$ cat src/design/rename_pkg.sv
//**********************************************************
// rename types and fixed sizes shared by the rename core
// physical tags, architectural numbers, ROB entry layout
//**********************************************************

`default_nettype none

package rename_pkg;

  // physical and architectural register file sizes
  localparam int preg_count = 64;
  localparam int areg_count = 32;

  // tags not mapped after reset start out in the free list
  localparam int free_count = preg_count - areg_count;

  localparam int preg_w = $clog2(preg_count);
  localparam int areg_w = $clog2(areg_count);

  // physical tag, 6 bits
  typedef logic [preg_w-1:0] preg_t;

  // architectural register number, 5 bits
  typedef logic [areg_w-1:0] areg_t;

  // one ROB slot
  // t_old is zero when the instruction had no destination
  typedef struct packed {
    logic  valid;
    preg_t t;
    preg_t t_old;
  } rob_entry_t;

endpackage

`default_nettype wire

$ cat src/design/recover_if.sv
//**********************************************************
// branch checkpoint and mispredict controls
//**********************************************************

`default_nettype none
`timescale 1ns/100ps

interface recover_if #(
  parameter int rob_depth = 8
) ();

  localparam int idx_w = $clog2(rob_depth);

  // accepted dispatch is a branch, save map and free list head
  logic             take_checkpoint;
  // branch at branch_idx went the wrong way
  logic             mispredict;
  logic [idx_w-1:0] branch_idx;
  // branch was correct, checkpoint no longer needed
  logic             resolve;

  modport blk (
    input take_checkpoint,
    input mispredict,
    input branch_idx,
    input resolve
  );

endinterface

`default_nettype wire

$ cat src/design/free_list.sv
//**********************************************************
// circular queue of free physical tags
// one head checkpoint for branch recovery
//**********************************************************

`default_nettype none
`timescale 1ns/100ps

module free_list
  import rename_pkg::*;
(
  input  logic   clock,
  input  logic   reset,
  input  logic   alloc,
  input  logic   release_valid,
  input  preg_t  release_tag,
  recover_if.blk recover,
  output preg_t  head_tag
);

  localparam int ptr_w = $clog2(free_count);
  localparam int cnt_w = ptr_w + 1;

  preg_t            fifo [free_count];
  logic [ptr_w-1:0] head;
  logic [ptr_w-1:0] tail;
  logic [ptr_w-1:0] head_ckpt;
  logic [ptr_w-1:0] head_next;
  logic [ptr_w-1:0] rollback;
  logic [cnt_w-1:0] count;
  logic [cnt_w-1:0] count_next;
  logic             push;

  // tag zero marks a retire with no destination
  assign push = release_valid && (release_tag != '0);

  always_comb begin
    // tags handed out since the checkpoint
    rollback = head - head_ckpt;
    if (recover.mispredict) begin
      head_next  = head_ckpt;
      count_next = count + cnt_w'(rollback) + cnt_w'(push);
    end else begin
      head_next  = head + ptr_w'(alloc);
      count_next = count + cnt_w'(push) - cnt_w'(alloc);
    end
  end

  always_ff @(posedge clock) begin
    if (reset) begin
      head  <= '0;
      tail  <= '0;
      count <= cnt_w'(free_count);
      // tags above the identity map, in order
      for (int i = 0; i < free_count; i++) begin
        fifo[i] <= preg_t'(areg_count + i);
      end
    end else begin
      head  <= head_next;
      count <= count_next;
      if (push) begin
        fifo[tail] <= release_tag;
        tail <= tail + 1'b1;
      end
    end
  end

  // saved head includes the branch's own allocation
  always_ff @(posedge clock) begin
    if (recover.take_checkpoint) begin
      head_ckpt <= head_next;
    end
  end

  assign head_tag = fifo[head];

  a_no_underflow : assert property (
    @(posedge clock) disable iff (reset)
    alloc |-> (count != '0)
  );

endmodule

`default_nettype wire

$ cat src/design/map_table.sv
//**********************************************************
// architectural to physical map table
// one-deep snapshot for branch recovery
//**********************************************************

`default_nettype none
`timescale 1ns/100ps

module map_table
  import rename_pkg::*;
(
  input  logic   clock,
  input  logic   reset,
  input  logic   rename,
  input  areg_t  dest_areg,
  input  preg_t  t_new,
  recover_if.blk recover,
  output preg_t  t_old
);

  preg_t map_q    [areg_count];
  preg_t map_next [areg_count];
  preg_t snap_q   [areg_count];
  logic  ckpt_valid;

  // current mapping before this cycle's rename
  assign t_old = map_q[dest_areg];

  always_comb begin
    map_next = map_q;
    if (rename) begin
      map_next[dest_areg] = t_new;
    end
  end

  always_ff @(posedge clock) begin
    if (reset) begin
      // identity map, areg i in preg i
      for (int i = 0; i < areg_count; i++) begin
        map_q[i] <= preg_t'(i);
      end
    end else if (recover.mispredict) begin
      map_q <= snap_q;
    end else begin
      map_q <= map_next;
    end
  end

  // snapshot holds the map as it stands after the branch
  always_ff @(posedge clock) begin
    if (recover.take_checkpoint) begin
      snap_q <= map_next;
    end
  end

  // tracks whether a branch is still unresolved
  always_ff @(posedge clock) begin
    if (reset) begin
      ckpt_valid <= 1'b0;
    end else if (recover.take_checkpoint) begin
      ckpt_valid <= 1'b1;
    end else if (recover.resolve || recover.mispredict) begin
      ckpt_valid <= 1'b0;
    end
  end

  // recovery needs a snapshot to restore
  a_mispredict_has_ckpt : assert property (
    @(posedge clock) disable iff (reset)
    recover.mispredict |-> ckpt_valid
  );

  // only one branch outstanding at a time
  a_single_branch : assert property (
    @(posedge clock) disable iff (reset)
    recover.take_checkpoint |-> (!ckpt_valid || recover.resolve)
  );

endmodule

`default_nettype wire

$ cat src/design/rename_top.sv
//**********************************************************
// rename core top level
// ROB, free list and map table with branch recovery
//**********************************************************

`default_nettype none
`timescale 1ns/100ps

module rename_top
  import rename_pkg::*;
#(
  parameter int  rob_depth = 8,
  localparam int idx_w     = $clog2(rob_depth)
) (
  input  logic             clock,
  input  logic             reset,
  input  logic             dispatch,
  input  logic             dest_valid,
  input  areg_t            dest_areg,
  input  logic             is_branch,
  input  logic             retire,
  input  logic             mispredict,
  input  logic [idx_w-1:0] branch_idx,
  input  logic             resolve,
  output logic             stall,
  output preg_t            dispatch_t,
  output preg_t            dispatch_t_old,
  output logic [idx_w-1:0] dispatch_rob_idx,
  output logic [idx_w-1:0] head_idx,
  output logic             retire_valid,
  output preg_t            retire_t,
  output preg_t            retire_t_old
);

  preg_t head_tag;
  preg_t map_t_old;
  logic  dispatch_accept;
  logic  rename;

  recover_if #(.rob_depth(rob_depth)) recover ();

  assign recover.take_checkpoint = dispatch_accept & is_branch;
  assign recover.mispredict      = mispredict;
  assign recover.branch_idx      = branch_idx;
  assign recover.resolve         = resolve;

  // only a destination takes a new tag
  assign rename = dispatch_accept & dest_valid;

  assign dispatch_t     = dest_valid ? head_tag : '0;
  assign dispatch_t_old = dest_valid ? map_t_old : '0;

  reorder_buffer #(.rob_depth(rob_depth)) u_rob (
    .clock           (clock),
    .reset           (reset),
    .dispatch        (dispatch),
    .dest_valid      (dest_valid),
    .t_new           (head_tag),
    .t_old_in        (map_t_old),
    .retire          (retire),
    .recover         (recover.blk),
    .dispatch_accept (dispatch_accept),
    .stall           (stall),
    .rob_idx         (dispatch_rob_idx),
    .head_idx        (head_idx),
    .retire_valid    (retire_valid),
    .retire_t        (retire_t),
    .retire_t_old    (retire_t_old)
  );

  // retired t_old goes back to the free pool
  free_list u_free_list (
    .clock         (clock),
    .reset         (reset),
    .alloc         (rename),
    .release_valid (retire_valid),
    .release_tag   (retire_t_old),
    .recover       (recover.blk),
    .head_tag      (head_tag)
  );

  map_table u_map_table (
    .clock     (clock),
    .reset     (reset),
    .rename    (rename),
    .dest_areg (dest_areg),
    .t_new     (head_tag),
    .recover   (recover.blk),
    .t_old     (map_t_old)
  );

endmodule

`default_nettype wire

$ cat src/design/reorder_buffer.sv
//**********************************************************
// circular reorder buffer
// allocate at tail, retire at head, flush on mispredict
//**********************************************************

`default_nettype none
`timescale 1ns/100ps

module reorder_buffer
  import rename_pkg::*;
#(
  parameter int  rob_depth = 8,
  localparam int idx_w     = $clog2(rob_depth)
) (
  input  logic             clock,
  input  logic             reset,
  input  logic             dispatch,
  input  logic             dest_valid,
  input  preg_t            t_new,
  input  preg_t            t_old_in,
  input  logic             retire,
  recover_if.blk           recover,
  output logic             dispatch_accept,
  output logic             stall,
  output logic [idx_w-1:0] rob_idx,
  output logic [idx_w-1:0] head_idx,
  output logic             retire_valid,
  output preg_t            retire_t,
  output preg_t            retire_t_old
);

  rob_entry_t           entries [rob_depth];
  logic [idx_w-1:0]     head;
  logic [idx_w-1:0]     tail;
  logic                 retire_accept;
  logic [rob_depth-1:0] flush_mask;
  rob_entry_t           new_entry;

  // retire only a valid head
  assign retire_accept = retire && entries[head].valid;

  // tail slot is free, or the full buffer frees its head this cycle
  assign dispatch_accept = dispatch && !recover.mispredict &&
                           (!entries[tail].valid || retire_accept);
  assign stall = entries[tail].valid && !retire_accept;

  // instructions without a destination carry zero tags
  always_comb begin
    new_entry.valid = 1'b1;
    new_entry.t     = dest_valid ? t_new : '0;
    new_entry.t_old = dest_valid ? t_old_in : '0;
  end

  // entries younger than the branch, up to but not including tail
  always_comb begin
    int br;
    int tl;
    br = int'(recover.branch_idx);
    tl = int'(tail);
    for (int i = 0; i < rob_depth; i++) begin
      if (br >= tl) begin
        // younger entries wrap past the end of the array
        flush_mask[i] = (i < tl) || (i > br);
      end else begin
        flush_mask[i] = (i > br) && (i < tl);
      end
    end
  end

  always_ff @(posedge clock) begin
    if (reset) begin
      head <= '0;
      tail <= '0;
      for (int i = 0; i < rob_depth; i++) begin
        entries[i].valid <= 1'b0;
      end
    end else begin
      if (retire_accept) begin
        entries[head].valid <= 1'b0;
        head <= head + 1'b1;
      end
      // when full, head and tail share a slot and the write wins
      if (dispatch_accept) begin
        entries[tail] <= new_entry;
        tail <= tail + 1'b1;
      end
      if (recover.mispredict) begin
        for (int i = 0; i < rob_depth; i++) begin
          if (flush_mask[i]) begin
            entries[i].valid <= 1'b0;
          end
        end
        tail <= recover.branch_idx + 1'b1;
      end
    end
  end

  assign rob_idx      = tail;
  assign head_idx     = head;
  assign retire_valid = retire_accept;
  assign retire_t     = entries[head].t;
  assign retire_t_old = entries[head].t_old;

  // branch being recovered must still be in flight
  a_mispredict_valid : assert property (
    @(posedge clock) disable iff (reset)
    recover.mispredict |-> entries[recover.branch_idx].valid
  );

  // retire strobe only when something has been dispatched
  a_retire_valid_head : assert property (
    @(posedge clock) disable iff (reset)
    retire |-> entries[head].valid
  );

endmodule

`default_nettype wire

$ cat config.mk
export PLATFORM = sky130hd
export DESIGN_NAME = rename_top
export DESIGN_NICKNAME = d
export VERILOG_FILES = /design/src/design/rename_pkg.sv /design/src/design/recover_if.sv /design/src/design/free_list.sv /design/src/design/map_table.sv /design/src/design/rename_top.sv /design/src/design/reorder_buffer.sv
export SDC_FILE = /design/constraint.sdc
export NUM_CORES = 1
export LEC_CHECK = 0
export BUFFER_PORTS_ARGS = -buffer_cell sky130_fd_sc_hd__buf_2
export CORE_MARGIN = 5
export CORE_UTILIZATION = 58
export DETAILED_ROUTE_END_ITERATION = 12
export GPL_ROUTABILITY_DRIVEN = 0
export PLACE_DENSITY = 0.81
export RECOVER_POWER = 50
export SKIP_LAST_GASP = 1
export SLEW_MARGIN = 20
export SYNTH_ARGS = -nofsm -noshare
export SYNTH_HDL_FRONTEND = slang
export SYNTH_SLANG_ARGS = --single-unit
$ cat constraint.sdc
create_clock -name clock -period 9.6 [get_ports clock]
set_input_delay 0.48 -clock clock [delete_from_list [all_inputs] [get_ports clock]]
set_output_delay 0.48 -clock clock [all_outputs]
set_load 0.005 [all_outputs]
## Word level (Yosys, flattened, before mapping)

Memories as Yosys holds them, arrays and structs flattened. A register that Yosys moved wholly into a read port is not among the register bits.
Cells that the tools add are included.

- Flip-flop bits (word level): 405
- Latch bits: 0
- RAM bits: 296
- Memory bits (read-only): 0
- Output and inout port bits: 32
- Logic and storage cells: 276
- Memories: 2

- Add/sub/neg operators: 5
- Multiply operators: 0
- Divide/modulo/power cells: 0
- Magnitude comparators: 17
- Eq/ne operators: 9
- Shift operators: 0
- Mux-type cells: 83
- Bitwise logic cells: 65
- Reduce and logical (&&, ||, !) cells: 26

Memories:

| name | depth | width | read ports | clocked after memory_dff | write ports | line | text |
|---|---|---|---|---|---|---|---|
| u_free_list.fifo | 32 | 6 | 1 | 1 | 32 | free_list.sv:24 | `preg_t fifo [free_count];` |
| u_rob.entries | 8 | 13 | 2 | 2 | 9 | reorder_buffer.sv:32 | `rob_entry_t entries [rob_depth];` |

Operators by type and width:

| kind | number |
|---|---|
| 192-bit 2-to-1 mux | 2 |
| 192-bit bitwise mux | 1 |
| 1-bit 2-to-1 mux | 60 |
| 6-bit 2-to-1 mux | 6 |
| 6-bit binary-select mux with 5-bit select | 1 |
| 6-bit demux with 5-bit select | 1 |
| 1-bit bitwise AND | 29 |
| 3-bit == test (second input constant) | 8 |
| 3-bit 2-to-1 mux | 7 |
| 1-bit inverter | 18 |
| 5-bit 2-to-1 mux | 3 |
| 13-bit 2-to-1 mux | 1 |
| 13-bit OR reduction | 1 |
| 3-bit greater-than comparator (first input constant) | 4 |
| 1-bit logical AND | 12 |
| 3-bit by 1-bit adder with 3-bit output (second input constant) | 3 |
| 3-bit less-than comparator (first input constant) | 3 |
| 1-bit bitwise AND (second input constant) | 8 |
| 1-bit OR | 8 |
| 1-bit logical OR | 7 |
| 6-bit greater-or-equal comparator (second input constant) | 1 |
| 2-bit by 3-bit greater-than comparator with 1-bit output (first input constant) | 2 |
| 1-bit by 3-bit less-than comparator with 1-bit output (first input constant) | 2 |
| 2-bit by 3-bit less-than comparator with 1-bit output (first input constant) | 2 |
| other kinds (13) | 15 |

## Longest topological paths before layout

Gate-level depths: netlist of the first run.

- Word-level depth: 17
- Mapped depth: 15

## Hierarchy

Synthesis of the first run repeated with hierarchy kept, for this count alone.

- Cells, all modules: 2431
- Area total of the unflattened synthesis: 32239.7 um^2

Modules (own cells, without submodules):

| module | times used | cells each | area each (um^2) |
|---|---|---|---|
| map_table | 1 | 1428 | 17267.8 |
| free_list | 1 | 663 | 9700.6 |
| reorder_buffer | 1 | 325 | 5161.2 |
| rename_top | 1 | 15 | 110.1 |

## Least setup slack after synthesis of the first run

Ideal clock, no wire load.

- Path kind: register -> register
- Start: register with a tool-made name
- End: register u_free_list.head_ckpt[0] (enable)
- Arrival: 6.374 ns
- Required time: 9.017 ns
- Setup slack: 2.642 ns
- Cell stages (with the launch flop): 8
- Clock period less this slack: 6.958 ns
- Cell sequence: dfxtp_1 > mux4_2 > mux2_2 > o21ai_2 > buf_6 > buf_2 > clkbuf_1 > and3_1

RTL lines:

| item | line | text |
|---|---|---|
| end signal, assigned | free_list.sv:71 | `head_ckpt <= head_next;` |
| end, declared | free_list.sv:27 | `logic [ptr_w-1:0] head_ckpt;` |

==> impl_metrics.csv, run 1 <==
group,metric,value,unit
place,dpl.cell_count,3325,
sta,worst_pin_slew,2.89,ns
routing,met3_length,9.18,mm
clock_tree,post_cts_resized,0,
power_and_ir_drop,p_sw,0.00171,W
global_routing,grt_pass1_wl,131,mm
clock_tree,clock_path_buffers,3,
sta,setup_violations,0,
synthesis,synth-edff-count,485,
critical_path,cp_cell_sequence,"o22ai_1 > o21ai_4 > clkbuf_1 > inv_1 > nor4_1 > nand2_1 > o221ai_1",
layout,drive_gt1_share,12.8,%
layout,final_net_count,2676,
critical_path,reg2regPathDepth,7,
critical_path,worstSetupEndpoint,"u_map_table.map_q[131]",
layout,final-instance-count-excl-fill,3461,
critical_path,rr_endpoint,"u_map_table.map_q[131]",
critical_path,slowest_stage,"clkbuf_1",
job,maxCapViolations,3,
power_and_ir_drop,p_seq_share,49.8,%
power_and_ir_drop,total_power,0.00693,W
clock_tree,numClockSinks,707,
outcome,outcome,"finished, violations left",
place,port-buffer-count,46,
sta,min_period,6.49,ns
synthesis,async_flop_share,0,%
power_and_ir_drop,intPower,0.00522,W
global_routing,grt_pass1_vias,23200,
critical_path,critPathMaxStageDelay,1.76,ns
clock_tree,numCtsBuffers,72,
layout,final_core_util,62.8,%
layout,mostFrequentLayoutCell,"edfxtp_1",
synthesis,synthesis.area,33000,µm²
routing,drtPass1Iterations,7,
clock_tree,clk_latency,0.64,ns
clock_tree,root_buffer,"clkbuf_16",
critical_path,path_delay_family,"buffers and inverters",
power_and_ir_drop,power_frac_comb,9.0,%
clock_tree,htreeDepth,3,
floorplan,ios,48,
global_routing,grt_usage,26.9,%
floorplan,core_region_area,56400,µm²
synthesis,ys_ff_latch,707,
critical_path,arrival,7.02,ns
sta,rsz0062_at_grt,"no",
routing,vias,23900,
clock_tree,ctsHoldBuffers,0,
floorplan,start_util,58.5,%
global_routing,antenna_found_initial,1,
routing,wl_per_cell,24.4,µm
layout,syn2layout_area_growth,7.40,%
layout,layout_common_cells,"edfxtp_1 (485), nand2_1 (428), dfxtp_1 (221)",
clock_tree,path_clk_slew,0.06,ns
critical_path,r2r_slack,3.11,ns
power_and_ir_drop,p_per_area,196,nW/µm²
power_and_ir_drop,p_clk_share,41.2,%
global_routing,grt_overflow,0,
synthesis,syn-num-nets,2816,
critical_path,critical_path_class,"register to register",
clock_tree,cts_setup_buffers,0,
critical_path,crit_fanout,50,
sta,hold_viol,0,
critical_path,critPathCaptureType,"register",
sta,slew_headroom,-92.6,%
routing,drc,0,
place,pre_cts_slack,5.34,ns
floorplan,die_h,248,µm
floorplan,dieWidth,248,µm
sta,min_period_over_period,67.6,%
critical_path,worstPathRequired,10.13,ns
power_and_ir_drop,p_leak,11.2,nW
sta,fin_setup_tns,0,ns
critical_path,path_depth,7,
synthesis,ys_warn_count,0,
hold_path,hp-class,"input pin to register",
routing,dr.first_iter.drc_count,3697,
global_routing,grt_max_degree,149,
synthesis,avgSynthCellArea,11.8,µm²
routing,top_layer,"met4",
sta,clock.fmax,0.154,GHz
power_and_ir_drop,vdd_ir_drop_max,167,µV
clock_tree,cts_tree,"yes",
floorplan,row_count,87,
routing,ant_nets,0,
routing,drt-met1-wl,31.1,mm
routing,via_per_inst,6.91,
routing,wl_met2,40.6,mm
synthesis,yosysSeqAreaShare,57.7,%
outcome,violations,"max-capacitance violations, max-slew violations",
power_and_ir_drop,swShare,24.6,%
synthesis,synthCells,2784,
synthesis,synth_cell_types,67,
place,hpwlAfterDp,48.2,mm
routing,wirelength,84.5,mm
critical_path,critPathBufInv,2,
synthesis,synth_ff_type,"edfxtp_1",
floorplan,die_area,61700,µm²
sta,fin_worst_skew,0.0403,ns
sta,maxSlewViolCount,116,
critical_path,critPathLaunchType,"register",
sta,fin_ws,3.11,ns
[cells in the mapped netlist, types with 4 or more instances]
cell       instances  area, µm²
a2111oi_0          8       70.1
nand2_1          428       1610
a21oi_1           66        330
a22oi_1           12       90.1
and2_1            12       75.1
nor2_1           181        679
inv_1             12       45.0
mux4_2           135       3040
dfxtp_1          222       4440
buf_4             25        188
o221ai_2          24        360
o21ai_1          142        711
nand3_1           65        325
nor3_1            62        310
buf_2             81        405
o211ai_1           7       52.6
or3_1             47        294
nor3_2             5       50.1
or4b_1            37        370
nor4_1            12       75.1
a221oi_1           6       52.6
o221ai_1          85        744
clkbuf_1         163        612
edfxtp_1         485      14600
o22ai_1            4       25.0
maj3_1             5       50.1
o2111ai_1          5       43.8
mux2_2            16        180
o21ai_0           39        195
nor3b_1            8       60.1
a22o_1             6       52.6
nand2b_1           7       43.8
and3_1            19        119
nor4b_1           30        263
a211oi_1          45        338
xnor2_1            6       52.6
ha_1              16        200
a31oi_1           46        288
o32ai_1           41        359
buf_1             15       56.3
mux2i_1            5       50.1
buf_6             10        113
nor2b_1           12       75.1
nand4_1           86        538
[registers in the layout (all words and copies together), names as in the netlist, named ones only]
name	flops
u_free_list.fifo	192
u_map_table.map_q	192
u_map_table.snap_q	192
u_rob.entries	104
u_free_list.head	5
u_free_list.head_ckpt	5
u_free_list.tail	5
u_rob.head_idx	3
u_rob.rob_idx	3
[cell type report]
type,count,area [µm²]
Clock inverter,36,380
Fill cell,4162,21000
Multi-Input combinational cell,1767,12500
Clock buffer,98,2020
Tap cell,756,946
Timing Repair Buffer,80,508
Sequential cell,707,19000
Inverter,16,65.1
Antenna cell,1,2.50
[power by group through the flow]
stage               clock [W]  combinational (W)  sequential (W)
floorplan                   0           0.000469         0.00347
global placement            0           0.000595         0.00350
detailed placement          0           0.000617         0.00351
CTS                   0.00287           0.000622         0.00345
global route          0.00301           0.000663         0.00345
finish                0.00285           0.000625         0.00345
[how the worst min path moves through the flow]
stage / start / endpoint / slack (ns) / cells past startpoint
floorplan: u_map_table.snap_q[191] / u_map_table.map_q[191] / 0.43 / 2
global placement: u_map_table.snap_q[191] / u_map_table.map_q[191] / 0.45 / 2
detailed placement: u_map_table.snap_q[191] / u_map_table.map_q[191] / 0.45 / 2
CTS: reset / u_free_list.tail[0] / 0.26 / 2
global route: reset / u_free_list.tail[0] / 0.28 / 2
finish: reset / u_free_list.tail[0] / 0.29 / 2
[stage by stage]
step           cell area (µm²)  hold WS, ns
6_report                 35400        0.291
5_1_grt                  35400        0.282
4_1_cts                  35600        0.262
3_5_place_dp             33200        0.446
3_3_place_gp             33200        0.445
2_1_floorplan            33000        0.428
[layer usage]
layer	GRT usage [%]	up-vias
li1	-	10500
met1	36.2	11600
met2	43.3	1620
met3	5.41	260
met4	11.1	0
met5	0	-
[logic make-up (layout without fill, tap and decap cells)]
logic type	after synthesis	in the layout	synth area share [%]
compound gates	553	553	11.7
xor+xnor	7	7	0.186
fa+ha+maj	21	21	0.759
buf+inv	310	230	4.35
flops	707	707	57.7
mux	160	160	10.1
other cells	0	1	0
simple gates	1026	1026	15.3
(Power assumes the default switching activity.)
==> run 2, diff against run 1 <==
--- a/config.mk
+++ b/config.mk
@@ -5,6 +5,7 @@
 export SDC_FILE = /design/constraint.sdc
 export NUM_CORES = 1
 export LEC_CHECK = 0
+export ABC_AREA = 1
 export BUFFER_PORTS_ARGS = -buffer_cell sky130_fd_sc_hd__buf_2
 export CORE_MARGIN = 5
 export CORE_UTILIZATION = 58
==> constraint.sdc (replaced) <==
create_clock -name clock -period 6.5 [get_ports clock]
set_input_delay 0.325 -clock clock [delete_from_list [all_inputs] [get_ports clock]]
set_output_delay 0.325 -clock clock [all_outputs]
set_load 0.005 [all_outputs]
==> run 2 against run 1 <==
The run still ends with max-capacitance violations, max-slew violations left. Register-to-register slack got worse by 1.8 ns. Worst hold slack got worse by 0.14 ns. Global-route usage fell by 0.18 points. Non-clock buffer count rose by 6. Sequential power rose by 48%. Critical path depth rose by 5. Sequential share of layout area fell by 0.69 points. Utilization rose by 0.45 points. Area after synthesis rose by 1.1%. Clock skew fell by 0.0039 ns. Clock-buffer cell count rose by 2. Highest routed layer unchanged.
==> impl_metrics.csv, run 2 <==
group,metric,value,unit
layout,drive_gt1_share,7.09,%
layout,largest_registers,"u_free_list.fifo x192, u_map_table.map_q x192, u_map_table.snap_q x192",
synthesis,synthCells,3825,
synthesis,async_flop_share,0,%
sta,fin_setup_tns,0,ns
layout,syn2layout_area_growth,7.57,%
synthesis,syn-num-nets,3857,
synthesis,synth_area_leaders,"edfxtp_1 (44%), dfxtp_1 (13%), nand2_1 (13%)",
critical_path,crit_fanout,28,
global_routing,grt_pass1_vias,25700,
synthesis,synth_cell_types,39,
layout,fin_area,35900,µm²
clock_tree,clock_path_buffers,3,
critical_path,critPathLaunchType,"input pin",
clock_tree,htreeDepth,3,
clock_tree,ctsHoldBuffers,0,
routing,dr.first_iter.drc_count,3016,
layout,final-instance-count-excl-fill,4608,
routing,wirelength,86.1,mm
routing,drc,0,
place,hpwlAfterDp,50.9,mm
sta,maxSlewViolCount,286,
synthesis,synth-edff-count,485,
synthesis,avgSynthCellArea,8.72,µm²
clock_tree,numClockSinks,707,
synthesis,synth_common_cells,"nand2_1 (1,150), edfxtp_1 (485), nand3_1 (413), nor2_1 (359), inv_1 (318)",
place,dpl.cell_count,4477,
synthesis,yosysMostFrequentCell,"nand2_1",
sta,fin_worst_skew,0.0363,ns
floorplan,dieWidth,250,µm
sta,min_period,5.32,ns
floorplan,row_count,87,
global_routing,antenna_found_initial,0,
clock_tree,cts_setup_buffers,0,
power_and_ir_drop,vdd_ir_drop_max,254,µV
routing,drtPass1Iterations,6,
layout,final_net_count,3828,
job,maxCapViolations,6,
sta,clock.fmax,0.188,GHz
place,placedInstanceArea,34000,µm²
sta,setup_violations,0,
power_and_ir_drop,p_per_area,312,nW/µm²
layout,layout_common_cells,"nand2_1 (1,166), edfxtp_1 (485), nand3_1 (415)",
routing,ant_nets,0,
global_routing,grt_max_degree,193,
floorplan,die_area,62400,µm²
critical_path,worstPathRequired,6.17,ns
synthesis,synth_ff_type,"edfxtp_1",
synthesis,synthesis.area,33300,µm²
critical_path,critPathBufInv,6,
floorplan,core_region_area,56700,µm²
clock_tree,numCtsBuffers,73,
synthesis,ys_warn_count,0,
clock_tree,root_buffer,"clkbuf_16",
critical_path,cp_cell_sequence,"buf_2 > clkbuf_1 > nor2_1 > clkbuf_1 > clkinv_1 > buf_4 > o22ai_1 > o21ai_0 > nand2_1 > nor3_1 > a21oi_1 > buf_2",
sta,worst_pin_slew,2.30,ns
outcome,outcome,"finished, violations left",
clock_tree,post_cts_resized,0,
sta,min_period_over_period,81.8,%
floorplan,die_h,250,µm
clock_tree,path_clk_slew,0.06,ns
clock_tree,cts_tree,"yes",
routing,wl_per_cell,18.7,µm
layout,mostFrequentLayoutCell,"nand2_1",
hold_path,hp-class,"input pin to register",
synthesis,yosysSeqAreaShare,57.0,%
synthesis,synth_top_area_share,43.7,%
critical_path,critPathMaxStageDelay,1.26,ns
critical_path,arrival,4.99,ns
global_routing,grt_overflow,0,
sta,hold_viol,0,
place,port-buffer-count,46,
critical_path,path_delay_family,"buffers and inverters",
synthesis,ys_ff_latch,707,
global_routing,grt_pass1_wl,135,mm
critical_path,slowest_stage,"clkbuf_1",
floorplan,start_util,58.8,%
routing,via_per_inst,5.77,
critical_path,critical_path_class,"input pin to output port",
outcome,violations,"max-capacitance violations, max-slew violations",
power_and_ir_drop,p_leak,14.7,nW
layout,antennaDiodeCount,0,
sta,rsz0062_at_grt,"no",
floorplan,ios,48,
critical_path,critPathCaptureType,"output port",
sta,slew_headroom,-53.3,%
global_routing,grt_usage,26.7,%
routing,vias,26600,
synthesis,synth.largest_area_cell,"edfxtp_1",
clock_tree,clk_latency,0.63,ns
==> run 2: routing by layer <==
| layer | global-route usage (%) | wire length (µm) | up-vias | share of wire [%] |
|---|---|---|---|---|
| met5 | 0 | 0 | - | 0 |
| met4 | 11.6 | 3340 | 0 | 3.9 |
| met3 | 5.10 | 8530 | 248 | 9.9 |
| met2 | 43.2 | 40200 | 1390 | 47 |
| met1 | 35.4 | 34000 | 12400 | 40 |
| li1 | - | - | 12500 | - |
==> run 2: cell type report <==
class                           count  area (µm²)
Clock inverter                     31         320
Clock buffer                      100        2030
Tap cell                          756         946
Sequential cell                   707       19000
Timing Repair Buffer               86         483
Multi-Input combinational cell   2585       11800
Inverter                          343        1290
Fill cell                        4521       20900
==> run 2: kinds of logic after synthesis <==
family          Yosys count  synth area share (%)
flops                   707                  57.0
simple gates           2249                  30.4
buf+inv                 533                  6.67
xor+xnor                  6                 0.158
compound gates          314                  5.19
fa+ha+maj                16                 0.600
==> run 2: stage by stage <==
stage | hold slack, ns | utilization (%) | setup WS (ns) | total power [W]
floorplan | 0.419 | - | 1.91 | 0.00642
global placement | 0.422 | 59.9 | 2.28 | 0.00707
detailed placement | 0.425 | 59.9 | 2.23 | 0.00710
finish | 0.146 | 63.2 | 1.18 | 0.0112
CTS | 0.0752 | 64.0 | 2.18 | 0.0112
global route | 0.163 | 63.2 | 0.994 | 0.0116
==> run 2: tightest hold or removal path: cells and delay by family <==
kind	cells	cell delay [ns]
buffers and inverters	1	0.21
AO/OA/AOI/OAI	1	0.06
AND/OR/NAND/NOR	1	0.12
==> run 2: power breakdown <==
| group | switching (W) | total (W) | internal, W |
|---|---|---|---|
| clock | 0.00175 | 0.00418 | 0.00243 |
| combinational | 0.00151 | 0.00191 | 0.000402 |
| sequential | 0.0000909 | 0.00510 | 0.00500 |
==> run 2: worst paths after layout <==
| path | start | to | slack (ns) | cells past startpoint |
|---|---|---|---|---|
| worst max-delay path | dest_areg[1] | dispatch_t_old[3] | 1.18 | 12 |
| worst min-delay path | mispredict | u_free_list.head[4] | 0.15 | 3 |
| worst max register to register | register | u_free_list.fifo[8][0] | 1.28 | 16 |
| worst min register to register | u_map_table.snap_q[102] | u_map_table.map_q[102] | 0.44 | 2 |
